<file path="src/logic/bus_pkg.sv">
package bus_pkg;

    // ------------------------------
    // data bus widths
    // ------------------------------
    localparam int ADDR_W = 32;
    localparam int DATA_W = 32;
    localparam int BE_W   = 4;                      // one enable per byte lane
    localparam int BYTE_W = DATA_W / BE_W;

    // command opcode as seen on the bus
    typedef enum logic {
        OP_READ  = 1'b0,
        OP_WRITE = 1'b1
    } cmd_op_e;

    // ram bank sequencer
    typedef enum logic [1:0] {
        BANK_IDLE  = 2'b00,
        BANK_WRITE = 2'b01,
        BANK_READ  = 2'b10,
        BANK_ACK   = 2'b11
    } bank_state_e;

endpackage

</file>
<file path="src/logic/mem_map_pkg.sv">
package mem_map_pkg;

    // ------------------------------
    // region decode
    // ------------------------------
    localparam int REGION_MSB = 31;                 // top nibble carries the region code
    localparam int REGION_LSB = 28;
    localparam int REGION_W   = REGION_MSB - REGION_LSB + 1;

    localparam logic [REGION_W-1:0] REGION_RAM = 4'h0;  // scratch ram is the only mapped region

    // ------------------------------
    // bank select
    // ------------------------------
    localparam int NUM_BANKS    = 4;
    localparam int BANK_SEL_MSB = 13;               // 4 KiB per bank
    localparam int BANK_SEL_LSB = 12;
    localparam int BANK_SEL_W   = BANK_SEL_MSB - BANK_SEL_LSB + 1;

    // ------------------------------
    // word within a bank
    // ------------------------------
    localparam int WORD_ADDR_MSB = 11;
    localparam int WORD_ADDR_LSB = 2;               // bits 1:0 are the byte lane
    localparam int WORD_ADDR_W   = WORD_ADDR_MSB - WORD_ADDR_LSB + 1;
    localparam int BANK_WORDS    = 1 << WORD_ADDR_W;  // 1024 words

    // Address bits 27:14 are not decoded inside the RAM region, so the
    // 16 KiB of banks alias throughout the lower 256 MiB.

endpackage
</file>
<file path="src/logic/dbus_response_collector.sv">
module dbus_response_collector (
    input  logic                                                  w_clk,
    input  logic                                                  rst_i,
    input  logic [mem_map_pkg::NUM_BANKS-1:0]                     bank_ack_i,
    input  logic [mem_map_pkg::NUM_BANKS-1:0][bus_pkg::DATA_W-1:0] bank_rdata_i,
    input  logic                                                  unmapped_i,
    output logic                                                  ack_o,
    output logic                                                  err_o,
    output logic [bus_pkg::DATA_W-1:0]                            rdata_o
);

    logic [bus_pkg::DATA_W-1:0] rdata_mux;

    // at most one bank acks, so an and-or mux is enough
    always_comb begin
        rdata_mux = '0;
        for (int i = 0; i < mem_map_pkg::NUM_BANKS; i++) begin
            if (bank_ack_i[i]) begin
                rdata_mux = rdata_mux | bank_rdata_i[i];
            end
        end
    end

    // ------------------------------
    // response register
    // ------------------------------
    always_ff @(posedge w_clk) begin
        if (rst_i) begin
            ack_o <= 1'b0;
            err_o <= 1'b0;
        end else begin
            ack_o <= (|bank_ack_i) || unmapped_i;
            err_o <= unmapped_i;                // only unmapped accesses fail
        end
    end

    always_ff @(posedge w_clk) begin
        if (|bank_ack_i) begin
            rdata_o <= rdata_mux;
        end else if (unmapped_i) begin
            rdata_o <= '0;                      // no data behind an error
        end
    end

endmodule

</file>
<file path="config.mk">
export PLATFORM = sky130hd
export DESIGN_NAME = dbus_response_collector
export DESIGN_NICKNAME = d
export VERILOG_FILES = /design/src/logic/bus_pkg.sv /design/src/logic/mem_map_pkg.sv /design/src/logic/dbus_response_collector.sv
export SDC_FILE = /design/constraint.sdc
export NUM_CORES = 1
export LEC_CHECK = 0
export ABC_AREA = 1
export BUFFER_PORTS_ARGS = -buffer_cell sky130_fd_sc_hd__buf_4
export CORE_UTILIZATION = 38
export DETAILED_ROUTE_END_ITERATION = 10
export HOLD_SLACK_MARGIN = 0.12
export PLACE_DENSITY_LB_ADDON = 0.2
export SLEW_MARGIN = 20
export SYNTH_ARGS = -nofsm -noshare
export SYNTH_HDL_FRONTEND = slang
export SYNTH_SLANG_ARGS = --single-unit
</file>
<file path="constraint.sdc">
create_clock -name w_clk -period 1.58 [get_ports w_clk]
set_input_delay 0.237 -clock w_clk [delete_from_list [all_inputs] [get_ports w_clk]]
set_output_delay 0.237 -clock w_clk [all_outputs]
set_load 0.02 [all_outputs]
</file>
Word-level counts from Yosys, hierarchy flattened
Cells that the tools add are included.
{"block": "op_classes", "n_mux": 6, "n_bitwise": 3, "reduce_logical": 3}
{"cell": "$mux 32", "n": 6}
{"cell": "$or 32x32->32", "n": 3}
{"cell": "$reduce_or 4->1", "n": 1}
{"cell": "$reduce_bool 2->1", "n": 1}
{"cell": "$logic_or 1x1->1", "n": 1}
{"block": "totals", "reg_bits": 34, "output_inout_bits": 34, "word_cells": 15}

Depth between registers and ports, before layout
{"block": "depth", "depth_word": 8, "depth_mapped": 5}

Worst setup path after synthesis
No wires, ideal clock.
{"block": "synth_timing", "path_kind": "input to register", "from": "input bank_ack_i[0] in the netlist's numbering", "to": "register rdata_o[0] in the netlist's numbering, enable pin", "arrival_time_ns": 0.917, "slack_ns": 0.216, "stages": 3, "cell_sequence": "buf_6 -> nor2_2 -> nand3_2"}
{"block": "synth_between", "elab_chain_cells": 2}
{"element": "start, declared", "line_no": "dbus_response_collector.sv:4", "source": "input logic [mem_map_pkg::NUM_BANKS-1:0] bank_ack_i,"}
{"element": "$reduce_or 4->1", "line_no": "dbus_response_collector.sv:38", "source": "if (|bank_ack_i) begin"}
{"element": "$reduce_bool 2->1 (no line)"}
{"element": "end signal, assigned", "line_no": "dbus_response_collector.sv:39", "source": "rdata_o <= rdata_mux;"}
{"element": "end, declared", "line_no": "dbus_response_collector.sv:9", "source": "output logic [bus_pkg::DATA_W-1:0] rdata_o"}
No other way between the ends.
A chain may end at the register's enable or synchronous reset.

Worst setup path after layout
{"block": "layout_timing", "from": "register rdata_o[4] in the netlist's numbering", "to": "output rdata_o[4] in the netlist's numbering"}
No word-level cell between the ends.

==> summary.md <==
| Metric | Value |
|---|---|
| Share of post-route cells with drive strength above 1 | `0.4726` |
| Total chip power | `2.380 mW` |
| Final WL | `5829 µm` |
| Levels on crit path | `1` |
| Total global-route track usage | `0.2250` |
| Initial core utilization | `0.3979` |
| Pint | `1.764 mW` |
| Post-CTS sizing | `0` |
| Synth Cell Area | `1892 µm²` |
| Area share of the largest cell type after synthesis | `0.5079` |
| Max_slew headroom | `0.7279` |
| I/O Buffers | `168` |
| Final Max Tran Viols | `0` |
| RePlAce Congestion | `0.7643` |
| Crit end category | `output port` |
| Via count of the first global-routing pass | `1,990` |
| Multi-input logic area | `710.7 µm²` |
| Layout Utilization | `0.6713` |
| HP Class | `in -> reg` |
| Leakage power | `1.565 nW` |
| Post-Synthesis Cells | `218` |
| Vias | `2,151` |
| Top cells by area, synth | `edfxtp_1 51%, nand2_1 26%, nand4_1 11%, buf_6 7.7%, dfxtp_1 2.1%` |
| TritonCTS clock tree | `built` |
| Starting DRC count in detailed routing | `76` |
| Area leader, netlist | `edfxtp_1` |
| Post-route cell area | `3192 µm²` |
| Clock slew at reported path FFs | `0.06 ns` |
| Slew @ Worst Pin | `0.4081 ns` |
| Unrepaired setup endpoints after global routing | `no` |
| Vias per cell | `4.780` |
| Max cap viols | `0` |
| Psw | `0.6155 mW` |
| Register area | `1001 µm²` |
| Largest net degree at the start of global routing | `34` |
| Antenna violations before repair | `0` |
| Yosys warning count | `0` |
| Critical path's slowest cell | `edfxtp_1` |
| Setup violations, final | `0` |
| Placed cell area | `3105 µm²` |
| Critical path class | `reg -> out` |
| Outcome | `completed` |
| Wirelength per Cell | `12.95 µm` |
| Worst-path fanout max | `1` |
| Crit path DAT | `0.84 ns` |
| Die width | `72.56 µm` |
| Worst VDD drop | `0.0004480 V` |
| Post-route setup TNS | `0 ns` |
| Fin crit period | `1.074 ns` |
| CP Buf/Inv Count | `1` |
| Most used DFF post-synth | `edfxtp_1` |
| Hold_ws | `0.2050 ns` |
| Placed Cells | `442` |
| Pwr dens | `745.5 nW/µm²` |
| Asr flop ratio synth | `0` |
| Crit path launch type | `flop` |
| Dpl ws | `0.4209 ns` |
| Area Overhead vs Synth | `68.72%` |
| Drt pass-1 iters | `4` |
| Final net count | `518` |
| Drc violations | `0` |
| Core Region | `4755 µm²` |
| Switching fraction of total power | `0.2587` |
| H-tree Lvls | `2` |
| Filler Cell Count | `431` |
| Ports | `169` |
| Post-synth EDFFs | `32` |
| Hold-fix buffers, CTS | `1` |
| Clock share of power | `0.242` |
| Post-DP HPWL | `4302 µm` |
| Comb power frac | `0.293` |
| Die area | `5265 µm²` |
| Final hold violation count | `0` |
| Top cells by count, synth | `129 x nand2_1, 32 x edfxtp_1, 32 x nand4_1` |
| Sequential share of power | `0.465` |
| Cts bufs inserted | `5` |
| Root Driver | `clkbuf_8` |
| Longest Clk Path Bufs | `2` |
| Largest delay share family, worst path | `flip-flops` |
| Worst path max stage delay | `0.39 ns` |
| PnR worst setup slack | `0.5058 ns` |
| Clock sinks | `34` |
| Cells along the critical path | `buf_4` |
| Sequential share of the synthesized area | `0.5291` |
| Worst EP required | `1.34 ns` |
| Syn Nets | `353` |
| Die Ht | `72.56 µm` |
| Antenna Violating Nets Remaining | `0` |
| Distinct cells, synth | `10` |
| Diode count | `0` |
| Max Clk Rate | `0.9309 GHz` |
| Post CTS Setup Buffer Count | `0` |
| Post-Syn Area per Cell | `8.678 µm²` |
| Finished Layout Cells | `450` |
| First-pass GRT wire length | `8880 µm` |
| Post-synthesis register bit count | `34` |
| WHS Path Cells | `3` |
| Tcrit/Tclk final | `0.6799` |
| Rows | `25` |
| Count leader, synth | `nand2_1` |
| GRT Residual Overflow | `0` |
==> layout by cell type, fill, tap and decap left out <==
cell type	instances
edfxtp_1	32
dlygate4sd3_1	1
nand2_1	129
nor2_2	2
dfxtp_1	2
clkbuf_1	2
nand4_1	32
clkbuf_8	5
nand3_2	1
buf_4	173
nor2_1	1
inv_1	3
==> kinds of logic (layout without fill, tap and decap cells) <==
group,after synthesis,in the layout,share of synthesized area
buffers and inverters,19,184,0.09524
DFF,34,34,0.5291
and+or+nand+nor,165,165,0.3757
==> state kept, by name (all words and copies together), names as in the netlist <==
name     count
ack_o        1
err_o        1
rdata_o     32
==> path summary, 6_finish.rpt <==
| kind | slack (ns) | from | to |
|---|---|---|---|
| min | 0.21 | unmapped_i | err_o |
| max | 0.51 | rdata_o[4] | rdata_o[4] |
==> cell type report <==
type,instances,area share
well taps,67,0.02626
flip-flops and latches,34,0.3136
multi-input cells,165,0.2227
repair buffers,174,0.4100
clock buffers,7,0.02391
inverters,3,0.003528
==> power by group through the flow <==
stage / combinational [mW] / clock [mW] / sequential [mW]
after floorplan: 0.186 / 0 / 1.24
after global placement: 0.689 / 0 / 1.12
after detailed placement: 0.700 / 0 / 1.13
after CTS: 0.703 / 0.593 / 1.11
after global routing: 0.752 / 0.634 / 1.11
final: 0.697 / 0.576 / 1.11
==> metal layers <==
layer,wire [µm],vias to the layer above,share of wire,GRT usage
met5,0,-,0,0
met4,203,0,0.035,0.1285
met3,514,19,0.088,0.06667
met2,2910,115,0.50,0.4019
met1,2200,954,0.38,0.2341
li1,-,1063,-,-
Power figures use the tool's default switching activity.
