$ cat src/logic/bus_pkg.sv
package bus_pkg;

    // ------------------------------
    // data bus widths
    // ------------------------------
    localparam int ADDR_W = 32;
    localparam int DATA_W = 32;
    localparam int BE_W   = 4;                      // one enable per byte lane
    localparam int BYTE_W = DATA_W / BE_W;

    // command opcode as seen on the bus
    typedef enum logic {
        OP_READ  = 1'b0,
        OP_WRITE = 1'b1
    } cmd_op_e;

    // ram bank sequencer
    typedef enum logic [1:0] {
        BANK_IDLE  = 2'b00,
        BANK_WRITE = 2'b01,
        BANK_READ  = 2'b10,
        BANK_ACK   = 2'b11
    } bank_state_e;

endpackage

$ cat src/logic/mem_map_pkg.sv
package mem_map_pkg;

    // ------------------------------
    // region decode
    // ------------------------------
    localparam int REGION_MSB = 31;                 // top nibble carries the region code
    localparam int REGION_LSB = 28;
    localparam int REGION_W   = REGION_MSB - REGION_LSB + 1;

    localparam logic [REGION_W-1:0] REGION_RAM = 4'h0;  // scratch ram is the only mapped region

    // ------------------------------
    // bank select
    // ------------------------------
    localparam int NUM_BANKS    = 4;
    localparam int BANK_SEL_MSB = 13;               // 4 KiB per bank
    localparam int BANK_SEL_LSB = 12;
    localparam int BANK_SEL_W   = BANK_SEL_MSB - BANK_SEL_LSB + 1;

    // ------------------------------
    // word within a bank
    // ------------------------------
    localparam int WORD_ADDR_MSB = 11;
    localparam int WORD_ADDR_LSB = 2;               // bits 1:0 are the byte lane
    localparam int WORD_ADDR_W   = WORD_ADDR_MSB - WORD_ADDR_LSB + 1;
    localparam int BANK_WORDS    = 1 << WORD_ADDR_W;  // 1024 words

    // Address bits 27:14 are not decoded inside the RAM region, so the
    // 16 KiB of banks alias throughout the lower 256 MiB.

endpackage
$ cat src/logic/dbus_decoder.sv
module dbus_decoder (
    input  logic                                w_clk,
    input  logic                                rst_i,
    input  logic                                cmd_valid_i,
    input  bus_pkg::cmd_op_e                    cmd_op_i,
    input  logic [bus_pkg::ADDR_W-1:0]          cmd_addr_i,
    input  logic [bus_pkg::DATA_W-1:0]          cmd_wdata_i,
    input  logic [bus_pkg::BE_W-1:0]            cmd_be_i,
    output logic [mem_map_pkg::NUM_BANKS-1:0]   bank_valid_o,
    output bus_pkg::cmd_op_e                    bank_op_o,
    output logic [mem_map_pkg::WORD_ADDR_W-1:0] bank_word_addr_o,
    output logic [bus_pkg::DATA_W-1:0]          bank_wdata_o,
    output logic [bus_pkg::BE_W-1:0]            bank_be_o,
    output logic                                unmapped_o
);

    logic [mem_map_pkg::REGION_W-1:0]   region;
    logic                               ram_hit;
    logic [mem_map_pkg::BANK_SEL_W-1:0] bank_sel;
    logic [mem_map_pkg::NUM_BANKS-1:0]  bank_onehot;

    // ------------------------------
    // address decode
    // ------------------------------
    assign region   = cmd_addr_i[mem_map_pkg::REGION_MSB:mem_map_pkg::REGION_LSB];
    assign ram_hit  = (region == mem_map_pkg::REGION_RAM);
    assign bank_sel = cmd_addr_i[mem_map_pkg::BANK_SEL_MSB:mem_map_pkg::BANK_SEL_LSB];

    always_comb begin
        bank_onehot           = '0;
        bank_onehot[bank_sel] = 1'b1;   // one bank per command
    end

    // ------------------------------
    // strobes
    // ------------------------------
    always_ff @(posedge w_clk) begin
        if (rst_i) begin
            bank_valid_o <= '0;
            unmapped_o   <= 1'b0;
        end else begin
            bank_valid_o <= (cmd_valid_i && ram_hit) ? bank_onehot : '0;
            unmapped_o   <= cmd_valid_i && !ram_hit;  // completes without a bank
        end
    end

    // payload shared by all banks
    always_ff @(posedge w_clk) begin
        if (cmd_valid_i) begin
            bank_op_o        <= cmd_op_i;
            bank_word_addr_o <= cmd_addr_i[mem_map_pkg::WORD_ADDR_MSB:mem_map_pkg::WORD_ADDR_LSB];
            bank_wdata_o     <= cmd_wdata_i;
            bank_be_o        <= cmd_be_i;
        end
    end

endmodule

$ cat config.mk
export PLATFORM = sky130hd
export DESIGN_NAME = dbus_decoder
export DESIGN_NICKNAME = d
export VERILOG_FILES = /design/src/logic/bus_pkg.sv /design/src/logic/mem_map_pkg.sv /design/src/logic/dbus_decoder.sv
export SDC_FILE = /design/constraint.sdc
export NUM_CORES = 1
export LEC_CHECK = 0
export BUFFER_PORTS_ARGS = -buffer_cell sky130_fd_sc_hd__buf_2
export CAP_MARGIN = 10
export CELL_PAD_IN_SITES_DETAIL_PLACEMENT = 1
export CELL_PAD_IN_SITES_GLOBAL_PLACEMENT = 1
export CORE_MARGIN = 2
export CORE_UTILIZATION = 29
export DETAILED_ROUTE_END_ITERATION = 10
export PLACE_DENSITY = 0.8
export SYNTH_ARGS = -nofsm -noshare
export SYNTH_HDL_FRONTEND = slang
export SYNTH_SLANG_ARGS = --single-unit
$ cat constraint.sdc
create_clock -name w_clk -period 1.2 [get_ports w_clk]
set_input_delay 0.12 -clock w_clk [delete_from_list [all_inputs] [get_ports w_clk]]
set_output_delay 0.12 -clock w_clk [all_outputs]
set_load 0.01 [all_outputs]
======== After elaboration in Yosys (flattened, before gate mapping) ========
Index checks and enable logic that the tools add are counted.
storage, ports and cells
  flip-flop bits (word level) ............. 52
  output and inout port bits .............. 52
cells by class
  $lt $le $gt $ge ......................... 2
  mux-type cells .......................... 2
  bitwise logic cells ..................... 1
  reductions and logical operators ........ 6
operator list
  cell                                                                                  count
  4-bit zero test                                                                       1
  1-bit logical AND                                                                     3
  2-bit by 3-bit < comparator with 1-bit output (second input constant)                 1
  1-bit demux with 2-bit select                                                         1
  2-bit by 1-bit greater-or-equal comparator with 1-bit output (second input constant)  1
  2-bit OR reduction                                                                    1
  1-bit zero test                                                                       1
  1-bit two-way mux                                                                     1
  1-bit inverter                                                                        1

======== Logic depth before layout (Yosys ltp) ========
  depth after elaboration ................. 4
  gate-level depth with buffers ........... 2
  mapped depth without buffers ............ 2

======== Worst setup path before layout ========
OpenSTA, ideal clock, no wires.
  kind .................................... input to register
  start point ............................. input cmd_addr_i[29] (netlist bit)
  end point ............................... register bank_valid_o[2] (netlist bit)
  arrival time ............................ 0.894 ns
  required time ........................... 1.113 ns
  path slack .............................. 0.219 ns
  stages on the path ...................... 2
  path through ............................ or4_4 nor4b_2
between the ends
  word-level cells in the longest chain between the ends .. 4
ends and longest elaborated chain
  element                              RTL line            text
  from (decl)                          dbus_decoder.sv:6   input logic [bus_pkg::ADDR_W-1:0] cmd_addr_i,
  4-bit zero test                      dbus_decoder.sv:26  assign ram_hit = (region == mem_map_pkg::REGION_RAM);
  1-bit logical AND                    dbus_decoder.sv:42  bank_valid_o <= (cmd_valid_i && ram_hit) ? bank_onehot : '0;
  1-bit inverter (no source line)      n/a
  2-bit OR reduction (no source line)  n/a
  to (signal assigned)                 dbus_decoder.sv:42
  to (decl)                            dbus_decoder.sv:9   output logic [mem_map_pkg::NUM_BANKS-1:0] bank_valid_o,
Every way passes these cells.
A chain may end at the register's enable or synchronous reset.

======== Worst setup path after layout ========
  start point ............................. register bank_word_addr_o[4] (netlist bit)
  end point ............................... output bank_word_addr_o[4] (netlist bit)
RTL lines
  element                 RTL line            text
  from (decl)             dbus_decoder.sv:11  output logic [mem_map_pkg::WORD_ADDR_W-1:0] bank_word_addr_o,
  from (signal assigned)  dbus_decoder.sv:51  bank_word_addr_o <= cmd_addr_i[mem_map_pkg::WORD_ADDR_MSB:mem_map_pkg::WORD_ADDR_LSB];
No word-level cell between the ends.

==> qor.yml <==
power:
  irDropWorstVdd_mv: 0.717
  cellPowerDensity_mw_per_mm2: 1270
  leakagePower_uw: 0.00120
timing:
  setup_viol: 0
  finalCritPeriodShare: 0.797
  worst_pin_slew_ns: 0.282
  rsz0062_at_grt: "false"
  hold_slack_ns: 0.0137
  min_period_ns: 0.956
  timing.final.max_slew_violations: 0
  fmax_ghz: 1.05
  max_slew_margin: 0.810
  tns_ns: 0
  finalHoldViolCount: 0
detailed_routing:
  vias: 1180
  routedWlPerCell_um: 13.6
  wirelength_um: 4010
  drt_iter0_drc: 34
  antenna_left: 0
  drc_errors: 0
  via_per_inst: 4.01
  firstDrtPassIters: 4
hold_path:
  hp-class: "in -> reg"
floorplanning:
  dieArea_mm2: 0.00604
  num_rows: 26
  initial_core_util: 0.305
  chipHeight_um: 77.7
  ios: 124
  fp.coreArea_mm2: 0.00517
  dieWidth_um: 77.7
job:
  drv_cap: 0
placed_design:
  gp_congestion: 0.614
  io_buffers: 107
  dpl.hpwl_um: 2720
synthesis:
  synth.area.top_cells: "edfxtp_1, dfxtp_1, nor4b_2"
  netlist_area_mm2: 0.00158
  synth_common_cells: "edfxtp_1, dfxtp_1, nor4_1"
  synth-seq-cells: 52
  synth_nets: 133
  ys_warn_count: 0
  async_flop_share: 0
  synth_most_common_cell: "edfxtp_1"
  syn_inst: 61
  yosys.area.top_type: "edfxtp_1"
  synth_top_cell_area_share: 0.896
  synth_flop_cell: "edfxtp_1"
  synth-edff-count: 47
  avgSynthCellArea_um2: 25.8
  yosysUniqueCellTypes: 10
  seq_area_frac_synth: 0.959
setup_path:
  crit_chain: "buf_2"
  critPathBufInv: 1
  worstPathArrival_ns: 0.84
  critPathTopFamily: "flip-flops"
  max_stage_delay_ns: 0.39
  path_max_fanout: 1
  cp-start-kind: "flop"
  crit_path_end_kind: "output pin"
  cp.required_ns: 1.08
  crit_type: "reg -> out"
  slowest_stage: "edfxtp_1"
clock_tree:
  cts.sinks: 52
  cts.clk_slew.worst_paths_ns: 0.08
  post_cts_buffers: 0
  cts_max_path_buffers: 2
  numCtsBuffers: 5
  cts_tree: "yes"
  htreeDepth: 2
  cts-root-buf: "clkbuf_8"
grt:
  track_usage: 0.130
  grt_pass1_wl_um: 5870
  grt-ovfl-total: 0
  grt_antenna_before_repair: 0
  grt_start_max_net_pins: 28
  grt_pass1_vias: 1268
final_layout:
  diodes: 0
  layout-drive-gt1-share: 0.518
  fillers: 543
  area_growth_pct: 76.4
  final_nets: 295
outcome:
  status: "complete, no violations"
## power by group
part	internal [µW]	switching, µW	total (µW)
sequential	2120	30.5	2150
combinational	259	201	460
clock	407	505	912
total	2780	737	3520
## final cells by class
class                      count  area, µm²  area share
clock buffer                   7       76.3      0.0275
clock inverter                 1       3.75     0.00135
inverter                       1       3.75     0.00135
sequential                    52       1510       0.544
timing repair buffer         155       1040       0.373
tap                           70       87.6      0.0315
multi-input combinational      8       60.1      0.0216
## placed cells by master, fill, tap and decap left out
| cell type | instances |
|---|---|
| nor4b_2 | 1 |
| nor2b_1 | 1 |
| buf_12 | 2 |
| dlygate4sd3_1 | 46 |
| edfxtp_1 | 47 |
| nand2_1 | 1 |
| buf_2 | 107 |
| clkbuf_8 | 5 |
| inv_1 | 1 |
| or4_4 | 1 |
| nand2b_1 | 1 |
| dfxtp_1 | 5 |
| clkbuf_1 | 2 |
| nor3_1 | 1 |
| nor4_1 | 2 |
| clkinv_1 | 1 |
## final timing paths
path | from | end | slack, ns | cells past startpoint
worst max-delay path | bank_word_addr_o[4] | bank_word_addr_o[4] | 0.24 | 1
worst min-delay path | cmd_wdata_i[13] | bank_wdata_o[13] | 0.01 | 1
## sequential cells by signal, summed over array words and instances (netlist names)
register,flops
bank_word_addr_o,10
bank_op_o,1
bank_valid_o,4
bank_be_o,4
bank_wdata_o,32
unmapped_o,1
## kinds of logic (layout without fill, tap and decap cells)
family / count (synthesis) / count (layout) / share of synthesized area
DFF: 52 / 52 / 0.959
buffers and inverters: 1 / 164 / 0.00238
and+or+nand+nor: 8 / 8 / 0.0381
## timing repair
action                    4_1_cts  5_1_grt
hold buffers                   41        5
resized for setup               0        0
hold endpoints to repair       41        5
## through the flow
stage | setup slack (ns) | power, µW | utilization | cells | area, µm²
global route | 0.194 | 3680 | 0.537 | 294 | 2780
detailed placement | 0.0108 | 2540 | 0.433 | 240 | 2240
CTS | 0.225 | 3550 | 0.528 | 289 | 2730
finish | 0.244 | 3520 | 0.537 | 294 | 2780
global placement | 0.0962 | 2520 | 0.433 | 240 | 2240
floorplan | 0.219 | 2270 | - | 61 | 1580
## metal layers
layer | track usage | up-vias | wire length [µm]
met4 | 0.0321 | 0 | 31
met3 | 0.0512 | 3 | 368
li1 | - | 561 | -
met2 | 0.247 | 64 | 2270
met1 | 0.130 | 552 | 1340
met5 | 0 | - | 0
Power figures use the tool's default switching activity.
